File: config.mk
export PLATFORM = sky130hd
export DESIGN_NAME = execute_unit
export DESIGN_NICKNAME = d
export VERILOG_FILES = /design/src/design/cpu_pkg.sv /design/src/design/execute_unit.sv
export VERILOG_INCLUDE_DIRS = /design/src /design/src/design
export SDC_FILE = /design/constraint.sdc
export NUM_CORES = 1
export LEC_CHECK = 0
export BUFFER_PORTS_ARGS = -buffer_cell sky130_fd_sc_hd__buf_2
export CAP_MARGIN = 10
export CORE_ASPECT_RATIO = 0.6
export CORE_MARGIN = 2
export CORE_UTILIZATION = 43
export DETAILED_ROUTE_END_ITERATION = 7
export PLACE_DENSITY = 0.65
export SYNTH_ARGS = -nofsm -noshare
export SYNTH_HDL_FRONTEND = slang
export SYNTH_SLANG_ARGS = --single-unit
File: constraint.sdc
create_clock -name clock -period 1.3 [get_ports clock]
set_input_delay 0.13 -clock clock [delete_from_list [all_inputs] [get_ports clock]]
set_output_delay 0.13 -clock clock [all_outputs]
set_load 0.1 [all_outputs]
File: src/design/cpu_settings.svh
`ifndef CPU_SETTINGS_SVH
`define CPU_SETTINGS_SVH

// register and memory word width
`define CPU_DATA_WIDTH 32

// 32 general registers
`define CPU_REG_ADDR_WIDTH 5

// 64-word instruction memory
`define CPU_IMEM_ADDR_WIDTH 6

// 64-word data memory, word indexed
`define CPU_DMEM_ADDR_WIDTH 6

`endif
File: src/design/cpu_pkg.sv
`default_nettype none

`include "cpu_settings.svh"

package cpu_pkg;

	typedef logic [`CPU_DATA_WIDTH-1:0] word_t;
	typedef logic [`CPU_REG_ADDR_WIDTH-1:0] reg_addr_t;
	typedef logic [`CPU_IMEM_ADDR_WIDTH-1:0] imem_addr_t;
	typedef logic [`CPU_DMEM_ADDR_WIDTH-1:0] dmem_addr_t;

	// instruction bits 30:25
	typedef enum logic [5:0] {
		op_ty_base = 6'b100000,
		op_addi    = 6'b101000,
		op_ori     = 6'b101100,
		op_xori    = 6'b101011,
		op_movi    = 6'b100010,
		op_lwi     = 6'b000010,
		op_swi     = 6'b001010,
		op_ty_ls   = 6'b011100
	} opcode_t;

	// instruction bits 4:0 under op_ty_base
	typedef enum logic [4:0] {
		base_add   = 5'b00000,
		base_sub   = 5'b00001,
		base_and   = 5'b00010,
		base_xor   = 5'b00011,
		base_or    = 5'b00100,
		base_slli  = 5'b01000,
		base_srli  = 5'b01001,
		base_rotri = 5'b01011
	} base_op_t;

	// instruction bits 7:0 under op_ty_ls
	typedef enum logic [7:0] {
		ls_lw = 8'b00000010,
		ls_sw = 8'b00001010
	} ls_op_t;

	typedef enum logic [2:0] {
		state_fetch,
		state_latch,
		state_execute,
		state_memory,
		state_writeback
	} cpu_state_t;

	typedef enum logic [1:0] {
		opnd_reg,
		opnd_imm5,
		opnd_imm15s,
		opnd_imm15u
	} operand_sel_t;

	typedef enum logic [3:0] {
		alu_add,
		alu_sub,
		alu_and,
		alu_or,
		alu_xor,
		alu_srl,
		alu_sll,
		alu_rotr,
		alu_pass
	} alu_op_t;

	typedef enum logic [1:0] {
		wb_alu,
		wb_imm20,
		wb_mem
	} wb_sel_t;

	typedef struct packed {
		alu_op_t alu_op;
		operand_sel_t operand_sel;
		logic address_scaled;
		wb_sel_t wb_sel;
		logic reg_write;
		logic mem_read;
		logic mem_write;
	} control_t;

	typedef struct packed {
		logic reg_write;
		reg_addr_t write_address;
		word_t write_data;
		logic mem_write;
		dmem_addr_t mem_address;
		word_t mem_data;
	} retire_t;

endpackage

`default_nettype wire

File: src/design/execute_unit.sv
`timescale 1ns/1ns
`default_nettype none

`include "cpu_settings.svh"

module execute_unit (
	input wire logic clock,
	input wire logic reset,
	input wire logic execute_enable,
	input wire cpu_pkg::word_t instruction,
	input wire cpu_pkg::control_t control,
	input wire cpu_pkg::word_t read_data_a,
	input wire cpu_pkg::word_t read_data_b,
	output cpu_pkg::word_t result
);

	cpu_pkg::word_t operand_b;
	cpu_pkg::word_t alu_out;
	cpu_pkg::word_t scaled_address;
	cpu_pkg::word_t next_result;
	logic [4:0] shift_amount;
	logic [2*`CPU_DATA_WIDTH-1:0] rotate_wide;

	always_comb begin
		case (control.operand_sel)
			cpu_pkg::opnd_imm5: operand_b = cpu_pkg::word_t'(instruction[14:10]);
			cpu_pkg::opnd_imm15s:
				operand_b = {{(`CPU_DATA_WIDTH-15){instruction[14]}}, instruction[14:0]};
			cpu_pkg::opnd_imm15u: operand_b = cpu_pkg::word_t'(instruction[14:0]);
			default: operand_b = read_data_b;
		endcase
	end

	assign shift_amount = operand_b[4:0];
	// rotate by shifting a doubled copy
	assign rotate_wide = {read_data_a, read_data_a} >> shift_amount;

	always_comb begin
		case (control.alu_op)
			cpu_pkg::alu_add: alu_out = read_data_a + operand_b;
			cpu_pkg::alu_sub: alu_out = read_data_a - operand_b;
			cpu_pkg::alu_and: alu_out = read_data_a & operand_b;
			cpu_pkg::alu_or: alu_out = read_data_a | operand_b;
			cpu_pkg::alu_xor: alu_out = read_data_a ^ operand_b;
			cpu_pkg::alu_srl: alu_out = read_data_a >> shift_amount;
			cpu_pkg::alu_sll: alu_out = read_data_a << shift_amount;
			cpu_pkg::alu_rotr: alu_out = rotate_wide[`CPU_DATA_WIDTH-1:0];
			default: alu_out = operand_b;
		endcase
	end

	// lw/sw address, base plus rb scaled by bits 9:8
	assign scaled_address = read_data_a + (read_data_b << instruction[9:8]);
	assign next_result = control.address_scaled ? scaled_address : alu_out;

	always_ff @(posedge clock or posedge reset) begin
		if (reset) begin
			result <= '0;
		end else if (execute_enable) begin
			result <= next_result;
		end
	end

endmodule

`default_nettype wire

==> out/results.ini <==
[outcome]
outcome=finished, violations left
violations=DRC, setup timing

[power_and_ir_drop]
power.total_mw=16.4
powerDensity_mw_per_mm2=854
max-vdd-ir-drop_v=0.000712
leakage_nw=9.18

[clock_network]
insertion_delay_ns=0.30
clock_sinks=32
cts_tree=yes
cts_buffer_depth=2
path_clk_slew_ns=0.07
htreeDepth=2
cts-root-buf=clkbuf_16
cts_buffers=5

[floorplan]
die_area_mm2=0.0291
io_pins=143
die_w_um=219
rows=47
initial_core_util=0.435
die_h_um=133
coreArea_mm2=0.0274

[synthesis]
synth_mux_area_frac=0.177
synth_flop_cell=dfrtp_1
synth-simple-area-share=0.173
yosysUniqueCellTypes=75
syn_inst=1650
synth_edf_count=0
synth_compound_area_frac=0.318
synth_top_family_by_area=compound AO/OA/AOI/OAI gates
synth_area_mm2=0.0119
synth-xor-area-share=0.0610
ys_async_sr_fraction=1.00
synth_adder_area_share=0.135
ys_ff_latch=32
synth_seq_area_share=0.0672
ys_warn_count=0
syn_nets=1888
syn-mean-instance-area_um2=7.22

[timing]
drv_slew=0
relSlewSlack=0.219
hold_viol=0
fin_skew_ns=0
fin_crit_ns=3.83
setup_ws_ns=-2.53
worstMarginPinSlew_ns=1.17
grt_setup_unrepaired=yes
fin_setup_tns_ns=-67.65
fin_hold_ws_ns=0.368
fin_crit_sh=2.95
timing.fmax_ghz=0.261
finalSetupViolations=32

[cells_and_area]
largest_reg_flops=32
final_cell_mix=buf_4 (616), nand2_1 (181), a21oi_1 (150)
fin_cells=2701
layout_commonest_cell=buf_4
area_delta_synth_final_pct=61.2
largest-register=result
fin_util=0.701
fin_nets=2567
reg.largest.list=result (32)
drive_gt1_frac=0.436
stdcell_area_mm2=0.0192

[detailed_routing]
wl_um=71900
firstDrtPassIters=8
num_vias=17444
vias_per_cell=6.46
drc=4
drt-initial-drc-count=2564
wl_per_cell_um=26.6
drtAntennaViolNets=0

[min_path]
min_path_type=input port to flip-flop

[job]
maxCapViolCount=0

[critical_path]
arrival_ns=4.03
crit_fanout=6
crit_path_start_kind=input port
worstPathRequired_ns=1.50
criticalPathCategory=input port to flip-flop
setup.worst_path.end_class=flip-flop

[grt]
antenna_found_initial=1
grtUsageTotal=0.477
grt_max_degree=61
grt_pass1_wl_um=103000
gr-total-overflow=0
grt_pass1_vias=16366

[placed_design]
dp_slack_ns=-3.08
post_dp_cell_area_mm2=0.0175
placed_cells=2628
place.gp.congestion=1.14
dpl.hpwl_um=56600
portBuffers=120

==> report_power, final <==
part | total [mW] | switching [mW] | internal [mW]
registers | 1.41 | 0.211 | 1.20
logic | 13.5 | 7.93 | 5.59
clock network | 1.48 | 0.574 | 0.903
total | 16.4 | 8.71 | 7.69
==> kinds of logic (layout without fill, tap and decap cells) <==
| family | Yosys count | count (layout) |
|---|---|---|
| flops | 32 | 32 |
| xor+xnor | 83 | 83 |
| simple gates | 466 | 466 |
| mux | 166 | 166 |
| buf+inv | 194 | 874 |
| compound gates | 582 | 582 |
| other cells | 0 | 4 |
| fa+ha+maj | 127 | 127 |
==> worst max-delay path: stages <==
cell and delay (ns):
buf_12 0.11, mux2_4 0.30, o21ai_4 0.17, inv_4 0.06, nor2_4 0.11, nand3_2 0.10, nor2_4 0.16, and2_4 0.21
nand3_4 0.10, o21ai_2 0.15, xnor2_1 0.15, ha_2 0.35, buf_6 0.14, and3_4 0.16, a22o_1 0.20, a21oi_4 0.21
a21oi_4 0.11, o31ai_2 0.25, buf_4 0.20, o31ai_4 0.07, xor2_1 0.15, a211o_1 0.26, a21o_1 0.16
==> synthesized netlist by cell type, drive strengths merged (16+ instances only) <==
cell type    n  area share
nand3       43       0.018
nand2      192       0.061
a21o        23       0.014
a22oi       22       0.014
mux4        32       0.061
nor3        26       0.011
buf         43       0.021
clkbuf      68       0.021
xor2        21       0.015
a31oi       21       0.011
a211oi      30       0.019
nor2       125       0.039
dfrtp       32       0.067
o21a        16       0.010
ha         125        0.13
o22ai       16      0.0084
inv         81       0.026
a21oi      186       0.078
mux2i      110       0.093
o21ai      100       0.043
o221ai      19       0.014
xnor2       62       0.046
a221oi      25       0.019
o211ai      35       0.022
mux2        24       0.023
==> final cells by class <==
cell class | count | area [um^2]
tap | 367 | 459
clock buffer | 5 | 125
clock inverter | 3 | 42.5
antenna | 4 | 10.0
inverter | 83 | 323
timing repair buffer | 783 | 6120
fill | 2255 | 8200
multi-input combinational | 1424 | 11300
sequential | 32 | 801
==> metal layers <==
layer,track usage,vias to the layer above,part of all wire
li1,-,7571,-
met1,0.647,8276,0.41
met2,0.658,1363,0.39
met3,0.218,234,0.15
met4,0.164,0,0.045
met5,0,-,0
==> worst paths after layout <==
kind	startpoint	to	slack, ns	cells past startpoint
max	control[6]	result[29]	-2.53	23
min	execute_enable	result[7]	0.37	3
max reg2reg	result[23]	result[23]	0.33	2
min reg2reg	result[27]	result[27]	0.53	2
max in group asynchronous	reset	result[2]	0.45	4
min in group asynchronous	reset	result[29]	0.48	4
==> repair_timing <==
item | CTS | global route
pin swaps | 114 | 88
gates cloned | 4 | 0
setup endpoints to repair | 33 | 33
hold endpoints to repair | 32 | 0
gates resized for setup | 183 | 59
setup buffers | 59 | 26
hold buffers | 1 | 0
No activity file was read; power rests on OpenSTA's default activity.
