## config.mk

```make
export PLATFORM = sky130hd
export DESIGN_NAME = cycle_controller
export DESIGN_NICKNAME = d
export VERILOG_FILES = /design/src/design/cpu_pkg.sv /design/src/design/cycle_controller.sv
export VERILOG_INCLUDE_DIRS = /design/src /design/src/design
export SDC_FILE = /design/constraint.sdc
export NUM_CORES = 1
export LEC_CHECK = 0
export BUFFER_PORTS_ARGS = -buffer_cell sky130_fd_sc_hd__buf_4
export CORE_MARGIN = 2
export CORE_UTILIZATION = 37
export CTS_BUF_LIST = sky130_fd_sc_hd__clkbuf_16
export DETAILED_ROUTE_END_ITERATION = 8
export PLACE_DENSITY = 0.87
export SLEW_MARGIN = 0
export SYNTH_ARGS = -nofsm -noshare
export SYNTH_HDL_FRONTEND = slang
export SYNTH_SLANG_ARGS = --single-unit
export TNS_END_PERCENT = 1
```

## constraint.sdc

```tcl
create_clock -name clock -period 2 [get_ports clock]
set_input_delay 0.3 -clock clock [delete_from_list [all_inputs] [get_ports clock]]
set_output_delay 0.3 -clock clock [all_outputs]
set_load 0.01 [all_outputs]
```

## src/design/cpu_settings.svh

```systemverilog
`ifndef CPU_SETTINGS_SVH
`define CPU_SETTINGS_SVH

// register and memory word width
`define CPU_DATA_WIDTH 32

// 32 general registers
`define CPU_REG_ADDR_WIDTH 5

// 64-word instruction memory
`define CPU_IMEM_ADDR_WIDTH 6

// 64-word data memory, word indexed
`define CPU_DMEM_ADDR_WIDTH 6

`endif
```

## src/design/cpu_pkg.sv

```systemverilog
`default_nettype none

`include "cpu_settings.svh"

package cpu_pkg;

	typedef logic [`CPU_DATA_WIDTH-1:0] word_t;
	typedef logic [`CPU_REG_ADDR_WIDTH-1:0] reg_addr_t;
	typedef logic [`CPU_IMEM_ADDR_WIDTH-1:0] imem_addr_t;
	typedef logic [`CPU_DMEM_ADDR_WIDTH-1:0] dmem_addr_t;

	// instruction bits 30:25
	typedef enum logic [5:0] {
		op_ty_base = 6'b100000,
		op_addi    = 6'b101000,
		op_ori     = 6'b101100,
		op_xori    = 6'b101011,
		op_movi    = 6'b100010,
		op_lwi     = 6'b000010,
		op_swi     = 6'b001010,
		op_ty_ls   = 6'b011100
	} opcode_t;

	// instruction bits 4:0 under op_ty_base
	typedef enum logic [4:0] {
		base_add   = 5'b00000,
		base_sub   = 5'b00001,
		base_and   = 5'b00010,
		base_xor   = 5'b00011,
		base_or    = 5'b00100,
		base_slli  = 5'b01000,
		base_srli  = 5'b01001,
		base_rotri = 5'b01011
	} base_op_t;

	// instruction bits 7:0 under op_ty_ls
	typedef enum logic [7:0] {
		ls_lw = 8'b00000010,
		ls_sw = 8'b00001010
	} ls_op_t;

	typedef enum logic [2:0] {
		state_fetch,
		state_latch,
		state_execute,
		state_memory,
		state_writeback
	} cpu_state_t;

	typedef enum logic [1:0] {
		opnd_reg,
		opnd_imm5,
		opnd_imm15s,
		opnd_imm15u
	} operand_sel_t;

	typedef enum logic [3:0] {
		alu_add,
		alu_sub,
		alu_and,
		alu_or,
		alu_xor,
		alu_srl,
		alu_sll,
		alu_rotr,
		alu_pass
	} alu_op_t;

	typedef enum logic [1:0] {
		wb_alu,
		wb_imm20,
		wb_mem
	} wb_sel_t;

	typedef struct packed {
		alu_op_t alu_op;
		operand_sel_t operand_sel;
		logic address_scaled;
		wb_sel_t wb_sel;
		logic reg_write;
		logic mem_read;
		logic mem_write;
	} control_t;

	typedef struct packed {
		logic reg_write;
		reg_addr_t write_address;
		word_t write_data;
		logic mem_write;
		dmem_addr_t mem_address;
		word_t mem_data;
	} retire_t;

endpackage

`default_nettype wire

```

## src/design/cycle_controller.sv

```systemverilog
`timescale 1ns/1ns
`default_nettype none

module cycle_controller (
	input wire logic clock,
	input wire logic reset,
	input wire logic run,
	input wire cpu_pkg::word_t instruction,
	output logic fetch_enable,
	output logic latch_enable,
	output logic execute_enable,
	output logic memory_enable,
	output logic writeback_enable,
	output cpu_pkg::control_t control
);

	cpu_pkg::cpu_state_t state;
	cpu_pkg::cpu_state_t next_state;
	cpu_pkg::opcode_t opcode;
	cpu_pkg::base_op_t base_op;
	cpu_pkg::ls_op_t ls_op;

	always_ff @(posedge clock or posedge reset) begin
		if (reset) begin
			state <= cpu_pkg::state_fetch;
		end else begin
			state <= next_state;
		end
	end

	// run only matters in fetch, an instruction in flight always completes
	always_comb begin
		case (state)
			cpu_pkg::state_fetch:
				next_state = run ? cpu_pkg::state_latch : cpu_pkg::state_fetch;
			cpu_pkg::state_latch: next_state = cpu_pkg::state_execute;
			cpu_pkg::state_execute: next_state = cpu_pkg::state_memory;
			cpu_pkg::state_memory: next_state = cpu_pkg::state_writeback;
			default: next_state = cpu_pkg::state_fetch;
		endcase
	end

	assign fetch_enable = (state == cpu_pkg::state_fetch) && run;
	assign latch_enable = (state == cpu_pkg::state_latch);
	assign execute_enable = (state == cpu_pkg::state_execute);
	assign memory_enable = (state == cpu_pkg::state_memory);
	assign writeback_enable = (state == cpu_pkg::state_writeback);

	assign opcode = cpu_pkg::opcode_t'(instruction[30:25]);
	assign base_op = cpu_pkg::base_op_t'(instruction[4:0]);
	assign ls_op = cpu_pkg::ls_op_t'(instruction[7:0]);

	// decoder, anything unknown falls through as a no-op
	always_comb begin
		control.alu_op = cpu_pkg::alu_pass;
		control.operand_sel = cpu_pkg::opnd_reg;
		control.address_scaled = 1'b0;
		control.wb_sel = cpu_pkg::wb_alu;
		control.reg_write = 1'b0;
		control.mem_read = 1'b0;
		control.mem_write = 1'b0;
		case (opcode)
			cpu_pkg::op_ty_base: begin
				control.reg_write = 1'b1;
				case (base_op)
					cpu_pkg::base_add: control.alu_op = cpu_pkg::alu_add;
					cpu_pkg::base_sub: control.alu_op = cpu_pkg::alu_sub;
					cpu_pkg::base_and: control.alu_op = cpu_pkg::alu_and;
					cpu_pkg::base_xor: control.alu_op = cpu_pkg::alu_xor;
					cpu_pkg::base_or: control.alu_op = cpu_pkg::alu_or;
					cpu_pkg::base_slli: begin
						control.alu_op = cpu_pkg::alu_sll;
						control.operand_sel = cpu_pkg::opnd_imm5;
					end
					cpu_pkg::base_srli: begin
						control.alu_op = cpu_pkg::alu_srl;
						control.operand_sel = cpu_pkg::opnd_imm5;
					end
					cpu_pkg::base_rotri: begin
						control.alu_op = cpu_pkg::alu_rotr;
						control.operand_sel = cpu_pkg::opnd_imm5;
					end
					default: control.reg_write = 1'b0;
				endcase
			end
			cpu_pkg::op_addi: begin
				control.alu_op = cpu_pkg::alu_add;
				control.operand_sel = cpu_pkg::opnd_imm15s;
				control.reg_write = 1'b1;
			end
			cpu_pkg::op_ori: begin
				control.alu_op = cpu_pkg::alu_or;
				control.operand_sel = cpu_pkg::opnd_imm15u;
				control.reg_write = 1'b1;
			end
			cpu_pkg::op_xori: begin
				control.alu_op = cpu_pkg::alu_xor;
				control.operand_sel = cpu_pkg::opnd_imm15u;
				control.reg_write = 1'b1;
			end
			cpu_pkg::op_movi: begin
				control.wb_sel = cpu_pkg::wb_imm20;
				control.reg_write = 1'b1;
			end
			cpu_pkg::op_lwi, cpu_pkg::op_swi: begin
				// base plus signed offset through the adder
				control.alu_op = cpu_pkg::alu_add;
				control.operand_sel = cpu_pkg::opnd_imm15s;
				control.wb_sel = cpu_pkg::wb_mem;
				control.reg_write = (opcode == cpu_pkg::op_lwi);
				control.mem_read = (opcode == cpu_pkg::op_lwi);
				control.mem_write = (opcode == cpu_pkg::op_swi);
			end
			cpu_pkg::op_ty_ls: begin
				control.address_scaled = 1'b1;
				control.wb_sel = cpu_pkg::wb_mem;
				control.reg_write = (ls_op == cpu_pkg::ls_lw);
				control.mem_read = (ls_op == cpu_pkg::ls_lw);
				control.mem_write = (ls_op == cpu_pkg::ls_sw);
			end
			default: begin
				control.reg_write = 1'b0;
			end
		endcase
	end

endmodule

`default_nettype wire

```

==> flow_summary_export.csv, run 1 <==
group,metric,value,unit
run_status,status,"complete, no violations",
power,power.switching,0.190,mW
min_path,hold_path_class,"in -> async",
die,die_area,0.00170,mm2
layout,antenna-diode-count,0,
layout,top_register,"state",
timing,setup_slack,0.147,ns
routing,drt_iter0_markers,14,
logic_synthesis,ys_ff_latch,3,
clocking,post_cts_buffers,0,
routing,wl_met2,811,um
placed_design,io_buffers,33,
routing,routed_via_density,5.47,
logic_synthesis,yosys-top-cells-count,"nor2_1, o21ai_0, nand2_1",
grt,grt_overflow,0,
clocking,root_buffer,"clkbuf_16",
logic_synthesis,ys_async_sr_fraction,100,%
logic_synthesis,synth_nets,102,
grt,grt_pass1_wl,2.21,mm
power,combPwrFrac,36.1,%
worst_setup_path,cp_max_fo,4,
routing,drtPass1Iterations,4,
flow_run,cap_viol_max_count,0,
power,power.leakage,0.413,nW
layout,drive_gt1_share,45.2,%
die,die_h,41.3,um
routing,top_layer,"met4",
placed_design,place_ws,0.160,ns
timing,tns,0,ns
placed_design,dp_hpwl,1.14,mm
grt,antenna_found_initial,0,
worst_setup_path,worst-r2r-setup-slack,0.98,ns
routing,drc,0,
logic_synthesis,synth_edf_count,0,
worst_setup_path,critPathMostFrequentCell,"buf_4",
layout,reg.largest.list,"state (3)",
worst_setup_path,critPathCaptureType,"primary output",
routing,drt-total-wl,1.53,mm
logic_synthesis,yosysTopAreaCell,"dfrtp_1",
worst_setup_path,critPathRequiredTime,1.70,ns
power,intPower,0.485,mW
logic_synthesis,synth_most_common_cell,"nor2_1",
grt,grt_pass1_vias,535,
clocking,htreeDepth,1,
die,rows,13,
die,core,0.00130,mm2
die,die_w,41.3,um
worst_setup_path,worstSetupStartpointType,"input port",
logic_synthesis,synth_area,514,um2
placed_design,gp_congestion,0.774,
routing,antenna_left,0,
routing,routedWlPerCell,12.9,um
worst_setup_path,slowest_stage,"or3b_1",
die,io_pins,52,
clocking,cts-resized-gates,0,
worst_setup_path,cp_top_family,"simple AND/OR/NAND/NOR gates",
worst_setup_path,crit_buf_inv,2,
power,vdd_ir_drop_max,0.987,mV
clocking,clock_path_buffers,2,
power,swShare,28.2,%
worst_setup_path,path_cells,"buf_4 -> or3b_1 -> or3_1 -> o21ai_1 -> buf_4",
timing,worst_slew_pin_slew,0.327,ns
logic_synthesis,yosys_warnings,0,
logic_synthesis,avgSynthCellArea,7.68,um2
timing,fmaxAchievable,540,MHz
power,p_per_area,787,mW/mm2
clocking,clkTransAtPathRegs,0.03,ns
logic_synthesis,postSynthCellCount,67,
routing,wl_met1,635,um
grt,grt_max_degree,11,
clocking,cts_tree,"yes",
power,clockPowerShare,45.4,%
timing,maxSlewViolCount,0,
worst_setup_path,critPathKind,"in -> out",
clocking,cts_hold_buf,1,
logic_synthesis,yosysSeqAreaShare,14.6,%
timing,rsz0062_at_grt,"false",
layout,synthToLayoutAreaGrowth,66.9,%
logic_synthesis,ys_types,38,
timing,fin_skew,0.00127,ns
timing,setup_viol,0,
clocking,cts.sinks,3,
worst_setup_path,critPathMaxStageDelay,0.42,ns
power,pwr-share-seq,18.5,%
grt,grt_usage,19.8,%
timing,max-slew-margin-rel,77.9,%
timing,post-route-period-util,92.7,%
logic_synthesis,synth.area.top_cells,"dfrtp_1, o21ai_0, nor2_1",
timing,period_minus_slack,1.85,ns
routing,vias,651,
routing,wl_met3,75,um
timing,hold_violations,0,
clocking,cts_made_buffers,3,
logic_synthesis,synth_top_area_share,14.6,%
die,initial_core_util,39.5,%
worst_setup_path,arrival,1.55,ns
layout,fin_nets,140,
clocking,clk-insertion-delay-late,0.22,ns
layout,largest_reg_flops,3,
logic_synthesis,ys.flop_type,"dfrtp_1",
[power groups by stage]
| stage | clock (mW) | sequential (mW) | combinational [mW] |
|---|---|---|---|
| final | 0.307 | 0.125 | 0.244 |
| after global routing | 0.320 | 0.132 | 0.266 |
| after CTS | 0.311 | 0.124 | 0.245 |
| after detailed placement | 0 | 0.123 | 0.242 |
| after global placement | 0 | 0.121 | 0.234 |
| after floorplan | 0 | 0.114 | 0.132 |
[tightest hold or removal path: cells and delay by family]
family	cells	cell delay, ns
buf+inv	3	0.80
[per-layer routing]
layer	up-vias	GRT usage, %
li1	328	-
met1	296	23.6
met2	25	34.4
met3	2	3.26
met4	0	8.87
met5	-	0
[placed cells by master (no fill, tap or decap), types with 2 or more instances in the layout]
cell,Yosys,final
mux2i_1,2,2
and3b_1,2,2
a31oi_1,2,2
nor2_1,6,6
nand2_1,4,4
or2_2,2,2
nand3b_1,2,2
nand2b_1,2,2
or3_1,2,2
a21oi_1,3,3
buf_4,1,35
nor2b_1,3,3
o21ai_0,5,5
dfrtp_1,3,3
inv_1,2,3
nor3b_1,3,3
clkbuf_16,0,3
or3b_1,2,2
[stage by stage]
stage | instance area [um2] | hold slack (ns) | total power [mW] | utilization, % | instances
after floorplan | 514 | 0.0536 | 0.247 | - | 67
after global placement | 769 | 0.173 | 0.355 | 59.1 | 114
after detailed placement | 769 | 0.183 | 0.365 | 59.1 | 114
after CTS | 858 | 0.518 | 0.681 | 66.0 | 119
after global routing | 858 | 0.570 | 0.718 | 66.0 | 119
final | 858 | 0.541 | 0.675 | 66.0 | 119
[final timing paths]
| check | start | cells past startpoint | end |
|---|---|---|---|
| worst min-delay path | reset | 3 | state[1] |
| worst max-delay path | instruction[27] | 5 | control[0] |
| worst min register to register | state[0] | 1 | state[2] |
| max in group asynchronous | reset | 3 | state[0] |
| min in group clock | state[0] | 1 | state[2] |
| worst max register to register | state[2] | 2 | state[0] |
[cell families after synthesis]
group	after synthesis	synth area share, %
DFF	3	14.6
muxes	2	3.89
AOI/OAI and AO/OA	19	24.8
buffers and inverters	5	6.57
xor gates and xnor gates	1	1.70
and+or+nand+nor	37	48.4
[area by class of cell]
| cell class | count | area (um2) |
|---|---|---|
| Fill cell | 111 | 443 |
| Multi-Input combinational cell | 59 | 405 |
| Timing Repair Buffer | 36 | 273 |
| Sequential cell | 3 | 75.1 |
| Clock buffer | 3 | 75.1 |
| Tap cell | 15 | 18.8 |
| Inverter | 2 | 7.51 |
| Clock inverter | 1 | 3.75 |
Note: power is estimated with default switching activity, not from simulation.
==> inputs of run 2 (changes only) <==
==> constraint.sdc (replaced) <==
create_clock -name clock -period 2 [get_ports clock]
set_input_delay 0.5 -clock clock [delete_from_list [all_inputs] [get_ports clock]]
set_output_delay 0.5 -clock clock [all_outputs]
set_load 0.01 [all_outputs]
==> run 2 against run 1 <==
  * The run now ends with setup timing left
  * Critical path depth grew 1
  * Power grew 11%
  * Cell count grew 11%
  * Wire length grew 52%
  * Count of clock-buffer cells in the layout is the same
  * Global-route usage grew 8.4 points
  * Cell area grew 21%
  * Combinational power grew 23%
  * Non-clock buffer count grew 13
  * Maximum frequency shrank 14%
  * First-iteration DRC count grew 71%
  * Highest routed layer unchanged
==> flow_summary_export.csv, run 2 (synthesis gave the netlist of run 1 again) <==
group,metric,value,unit
timing,rsz0062_at_grt,"true",
clocking,cts_made_buffers,3,
layout,largest_reg_flops,3,
run_status,violations,"setup timing",
worst_setup_path,worstSetupStartpointType,"input port",
die,initial_core_util,39.5,%
layout,drive_gt1_share,63.2,%
timing,fin_skew,0.00168,ns
timing,maxSlewViolCount,0,
layout,multiInputGateArea,474,um2
routing,routed_via_density,5.92,
placed_design,io_buffers,33,
grt,grt_busiest_layer,"met2",
die,die_h,41.3,um
grt,grt_overflow,0,
layout,reg.largest.list,"state (3)",
die,rows,13,
timing,fmaxAchievable,462,MHz
worst_setup_path,cp_max_fo,2,
layout,antenna-diode-count,0,
worst_setup_path,cp_top_family,"simple AND/OR/NAND/NOR gates",
worst_setup_path,critPathMaxStageDelay,0.56,ns
clocking,htreeDepth,1,
grt,grt_pass1_vias,665,
worst_setup_path,critPathKind,"in -> out",
routing,routedWlPerCell,17.7,um
die,core,0.00130,mm2
clocking,clk-insertion-delay-late,0.22,ns
placed_design,gp_congestion,0.838,
layout,synthToLayoutAreaGrowth,102,%
min_path,hold_path_class,"in -> async",
timing,tns,-1.10,ns
layout,regArea,75.1,um2
layout,final_common_cell,"buf_4",
power,power.leakage,0.507,nW
timing,setup_viol,10,
grt,grt_use_met2,48.0,%
worst_setup_path,critPathRequiredTime,1.50,ns
timing,setup_slack,-0.165,ns
worst_setup_path,path_cells,"buf_6 -> or4_4 -> nor4_4 -> nand2_2 -> o211ai_2 -> buf_4",
routing,drt_iter0_markers,24,
routing,vias,781,
clocking,root_buffer,"clkbuf_16",
grt,grt_pass1_wl,3.00,mm
worst_setup_path,arrival,1.67,ns
worst_setup_path,slowest_stage,"or4_4",
clocking,post_cts_buffers,0,
worst_setup_path,critPathCaptureType,"primary output",
run_status,status,"finished with violations",
layout,top_register,"state",
die,die_w,41.3,um
flow_run,cap_viol_max_count,0,
grt,grt_usage,28.2,%
routing,drc,0,
power,p_per_area,720,mW/mm2
routing,antenna_left,0,
grt,met1_usage,31.2,%
clocking,clkTransAtPathRegs,0.03,ns
timing,worst_slew_pin_slew,0.430,ns
die,io_pins,52,
timing,timing.hold.ws,0.149,ns
worst_setup_path,crit_buf_inv,2,
power,vdd_ir_drop_max,1.00,mV
timing,max-slew-margin-rel,70.9,%
timing,hold_violations,0,
grt,grt_max_degree,9,
clocking,cts_hold_buf,0,
die,die_area,0.00170,mm2
clocking,cts.sinks,3,
routing,drt-total-wl,2.34,mm
clocking,cts_tree,"yes",
clocking,clock_path_buffers,2,
layout,mostFrequentLayoutCells,"buf_4, nor2_1",
layout,fill_cells,75,
timing,post-route-period-util,108,%
timing,period_minus_slack,2.17,ns
grt,grt_use_met3,6.52,%
placed_design,dp_hpwl,1.35,mm
routing,drtPass1Iterations,4,
layout,fin_nets,153,
grt,antenna_found_initial,0,
[run 2: cell count changes in the layout (fill, tap and decap cells not counted), sizes merged]
cell	before	now
buf	35	49
dlygate4sd3	1	0
[run 2: path summary, 6_finish.rpt]
check / cells past startpoint / endpoint / slack, ns / from
worst max-delay path: 6 / control[2] / -0.17 / instruction[4]
min in group clock: 1 / state[2] / 0.70 / state[1]
worst min-delay path: 2 / state[2] / 0.15 / reset
worst max register to register: 2 / state[0] / 0.85 / state[2]
max in group asynchronous: 2 / state[0] / 1.72 / reset
worst min register to register: 1 / state[2] / 0.70 / state[1]
[run 2: where the power goes]
group          internal, mW  total [mW]  switching [mW]
logic                 0.161       0.299           0.138
clock network         0.258       0.317          0.0589
registers            0.0884       0.134          0.0453
total                 0.508       0.750           0.242
[run 2: worst register-to-register path, delay by kind of cell (launching register included)]
| family | cells | cell delay [ns] |
|---|---|---|
| DFF | 1 | 0.43 |
| and+or+nand+nor | 2 | 0.65 |
[run 2: timing repair]
action                                  CTS  global route
gates resized for setup                  15             7
endpoints found under the setup margin   10            11
pin swaps                                 5             3
endpoints found under the hold margin     0             0
[run 2: per-layer routing]
metal | vias to the layer above | wire (um)
met5 | - | 0
met4 | 0 | 90
met3 | 10 | 102
met2 | 33 | 1230
met1 | 386 | 913
li1 | 352 | -
[run 2: area by class of cell]
cell class / count / area share, %
clock buffer: 3 / 7.21
clock inverter: 1 / 0.361
multi-input combinational: 59 / 45.6
tap: 15 / 1.80
sequential: 3 / 7.21
inverter: 2 / 0.721
timing repair buffer: 49 / 37.1
[run 2: metrics by stage]
step	setup WS [ns]	area (um2)	power, mW	util (%)	cells
floorplan	0.0137	518	0.247	-	67
CTS	-0.180	1020	0.722	78.3	132
global route	-0.203	1040	0.778	80.0	132
finish	-0.165	1040	0.750	80.0	132
detailed placement	-0.213	878	0.388	67.5	128
global placement	-0.202	878	0.374	67.5	128
==> inputs of run 3 (changes only) <==
--- a/config.mk
+++ b/config.mk
@@ -6,9 +6,10 @@
 export SDC_FILE = /design/constraint.sdc
 export NUM_CORES = 1
 export LEC_CHECK = 0
+export ABC_AREA = 1
 export BUFFER_PORTS_ARGS = -buffer_cell sky130_fd_sc_hd__buf_4
 export CORE_MARGIN = 2
-export CORE_UTILIZATION = 37
+export CORE_UTILIZATION = 38
 export CTS_BUF_LIST = sky130_fd_sc_hd__clkbuf_16
 export DETAILED_ROUTE_END_ITERATION = 8
 export PLACE_DENSITY = 0.87
==> run 3 against run 2 <==
  * The flow now finishes without violations
  * Setup slack better by 0.29 ns
  * Non-clock buffer count is 16 lower
  * Cell count rose by 11%
  * Core utilization shrank 13 points
  * Cell area fell by 15%
  * Clock skew about the same
  * Critical path type unchanged
  * Power fell by 8.6%
  * Clock power is essentially flat
==> flow_summary_export.csv, run 3 <==
group,metric,value,unit
grt,grt_pass1_wl,2.46,mm
die,die_w,41.7,um
flow_run,cap_viol_max_count,0,
logic_synthesis,ys.flop_type,"dfrtp_1",
logic_synthesis,yosysSeqAreaShare,13.9,%
timing,fin_skew,0.00143,ns
timing,worst_slew_pin_slew,0.261,ns
logic_synthesis,synth.area.top_cells,"dfrtp_1, nand2_1, nand3_1",
placed_design,placed_cell_area,802,um2
timing,max-slew-margin-rel,82.5,%
timing,setup_viol,0,
logic_synthesis,ys_async_sr_fraction,100,%
min_path,hold_path_class,"in -> async",
power,vdd_ir_drop_max,0.710,mV
logic_synthesis,ys_ff_latch,3,
layout,drive_gt1_share,43.2,%
run_status,status,"complete, no violations",
clocking,cts_hold_buf,0,
layout,reg.largest.list,"state (3)",
die,core,0.00132,mm2
die,die_area,0.00174,mm2
worst_setup_path,slowest_stage,"nor2_1",
logic_synthesis,ys_types,22,
clocking,clock_path_buffers,2,
clocking,post_cts_buffers,0,
worst_setup_path,critPathRequiredTime,1.50,ns
routing,drt-total-wl,1.43,mm
worst_setup_path,path_cells,"buf_4 -> nor2_1 -> nand3_1 -> o21ai_1 -> nand2_1 -> nand2_1 -> buf_4",
worst_setup_path,critPathCaptureType,"primary output",
timing,tns,0,ns
grt,antenna_found_initial,0,
routing,drtPass1Iterations,4,
grt,grt_max_degree,9,
logic_synthesis,synth_edf_count,0,
clocking,cts_made_buffers,3,
layout,final_common_cell,"buf_4",
layout,mostFrequentLayoutCells,"buf_4, nand2_1, inv_1",
clocking,clkTransAtPathRegs,0.03,ns
grt,grt_overflow,0,
worst_setup_path,r2r_cells,4,
logic_synthesis,synth_area,541,um2
clocking,root_buffer,"clkbuf_16",
layout,synthToLayoutAreaGrowth,63.0,%
logic_synthesis,postSynthCellCount,96,
power,power.leakage,0.529,nW
timing,period_minus_slack,1.88,ns
logic_synthesis,synth_most_common_cell,"nand2_1",
layout,largest_reg_flops,3,
worst_setup_path,cp_max_fo,4,
power,finalPower,0.686,mW
routing,routed_via_density,4.86,
timing,rsz0062_at_grt,"false",
layout,regArea,75.1,um2
timing,fmaxAchievable,533,MHz
timing,hold_violations,0,
logic_synthesis,yosys_warnings,0,
die,io_pins,52,
routing,vias,714,
logic_synthesis,synth_nets,131,
logic_synthesis,avgSynthCellArea,5.63,um2
grt,grt_pass1_vias,628,
die,initial_core_util,41.0,%
clocking,cts-resized-gates,0,
routing,routedWlPerCell,9.76,um
clocking,clk-insertion-delay-late,0.23,ns
logic_synthesis,yosysTopAreaCell,"dfrtp_1",
layout,fill_cells,128,
layout,multiInputGateArea,389,um2
worst_setup_path,critPathKind,"in -> out",
logic_synthesis,yosys-top-cells-count,"nand2_1, inv_1, nand3_1, nor2_1, inv_2",
layout,stdcell_area,881,um2
clocking,cts.sinks,3,
layout,fin_nets,168,
timing,maxSlewViolCount,0,
routing,drc,0,
worst_setup_path,worstSetupStartpointType,"input port",
logic_synthesis,synth_top_area_share,13.9,%
routing,antenna_left,0,
die,die_h,41.7,um
layout,top_register,"state",
power,p_per_area,778,mW/mm2
worst_setup_path,critPathMaxStageDelay,0.22,ns
grt,grt_usage,18.0,%
layout,antenna-diode-count,0,
die,rows,13,
worst_setup_path,arrival,1.38,ns
clocking,cts_tree,"yes",
clocking,htreeDepth,1,
placed_design,io_buffers,33,
placed_design,dp_hpwl,1.18,mm
timing,post-route-period-util,93.8,%
placed_design,gp_congestion,0.827,
routing,drt_iter0_markers,10,
layout,final_util,66.9,%
==> run 3: cell types whose count changed in the layout (fill, tap and decap cells not counted), sizes merged, moves of 13 or more <==
cell	before	now
inv	3	19
buf	49	33
nand2	5	21
nor2	6	19
nand3	0	14
==> run 3: final cells by class <==
cell class | instances | share of cell area, %
Tap cell | 15 | 2.13
Clock buffer | 3 | 8.52
Inverter | 19 | 8.10
Multi-Input combinational cell | 73 | 44.2
Sequential cell | 3 | 8.52
Clock inverter | 1 | 0.426
Timing Repair Buffer | 33 | 28.1
==> run 3: worst max-delay path: cells and delay by family <==
kind	cells	cell delay [ns]
and+or+nand+nor	4	0.47
buffers and inverters	2	0.26
AOI/OAI and AO/OA	1	0.15
==> run 3: routing by layer <==
metal  wire (um)  up-vias  part of all wire (%)  GRT usage, %
met4          17        0                   1.2          5.81
li1            -      380                     -             -
met3          95        3                   6.6          4.35
met1         558      304                    39          19.3
met2         762       27                    53          34.1
met5           0        -                     0             0
==> run 3: worst paths after layout <==
check                         endpoint            from  slack [ns]
hold reg to reg               state[2]        state[2]        0.50
setup / recovery           control[10]  instruction[2]        0.12
max in group asynchronous     state[1]           reset        1.71
min in group clock            state[2]        state[2]        0.50
setup reg to reg              state[0]        state[0]        1.00
hold / removal                state[0]           reset        0.16
==> run 3: where the power goes <==
part | internal, mW | switching (mW)
Sequential | 0.0886 | 0.0194
Combinational | 0.125 | 0.135
Clock | 0.258 | 0.0596
Total | 0.472 | 0.214
==> run 3: kinds of logic after synthesis <==
kind of cell           count (synthesis)  synth area share, %
and+or+nand+nor                       66                 63.2
buffers and inverters                 20                 14.1
AOI/OAI and AO/OA                      7                 8.80
DFF                                    3                 13.9
==> run 3: stage by stage <==
| stage | std cells | setup slack (ns) | hold slack, ns |
|---|---|---|---|
| after floorplan | 96 | 0.378 | 0.254 |
| after global placement | 143 | 0.136 | 0.376 |
| after detailed placement | 143 | 0.123 | 0.386 |
| after CTS | 147 | 0.123 | 0.154 |
| after global routing | 147 | 0.0322 | 0.177 |
| final | 147 | 0.123 | 0.156 |
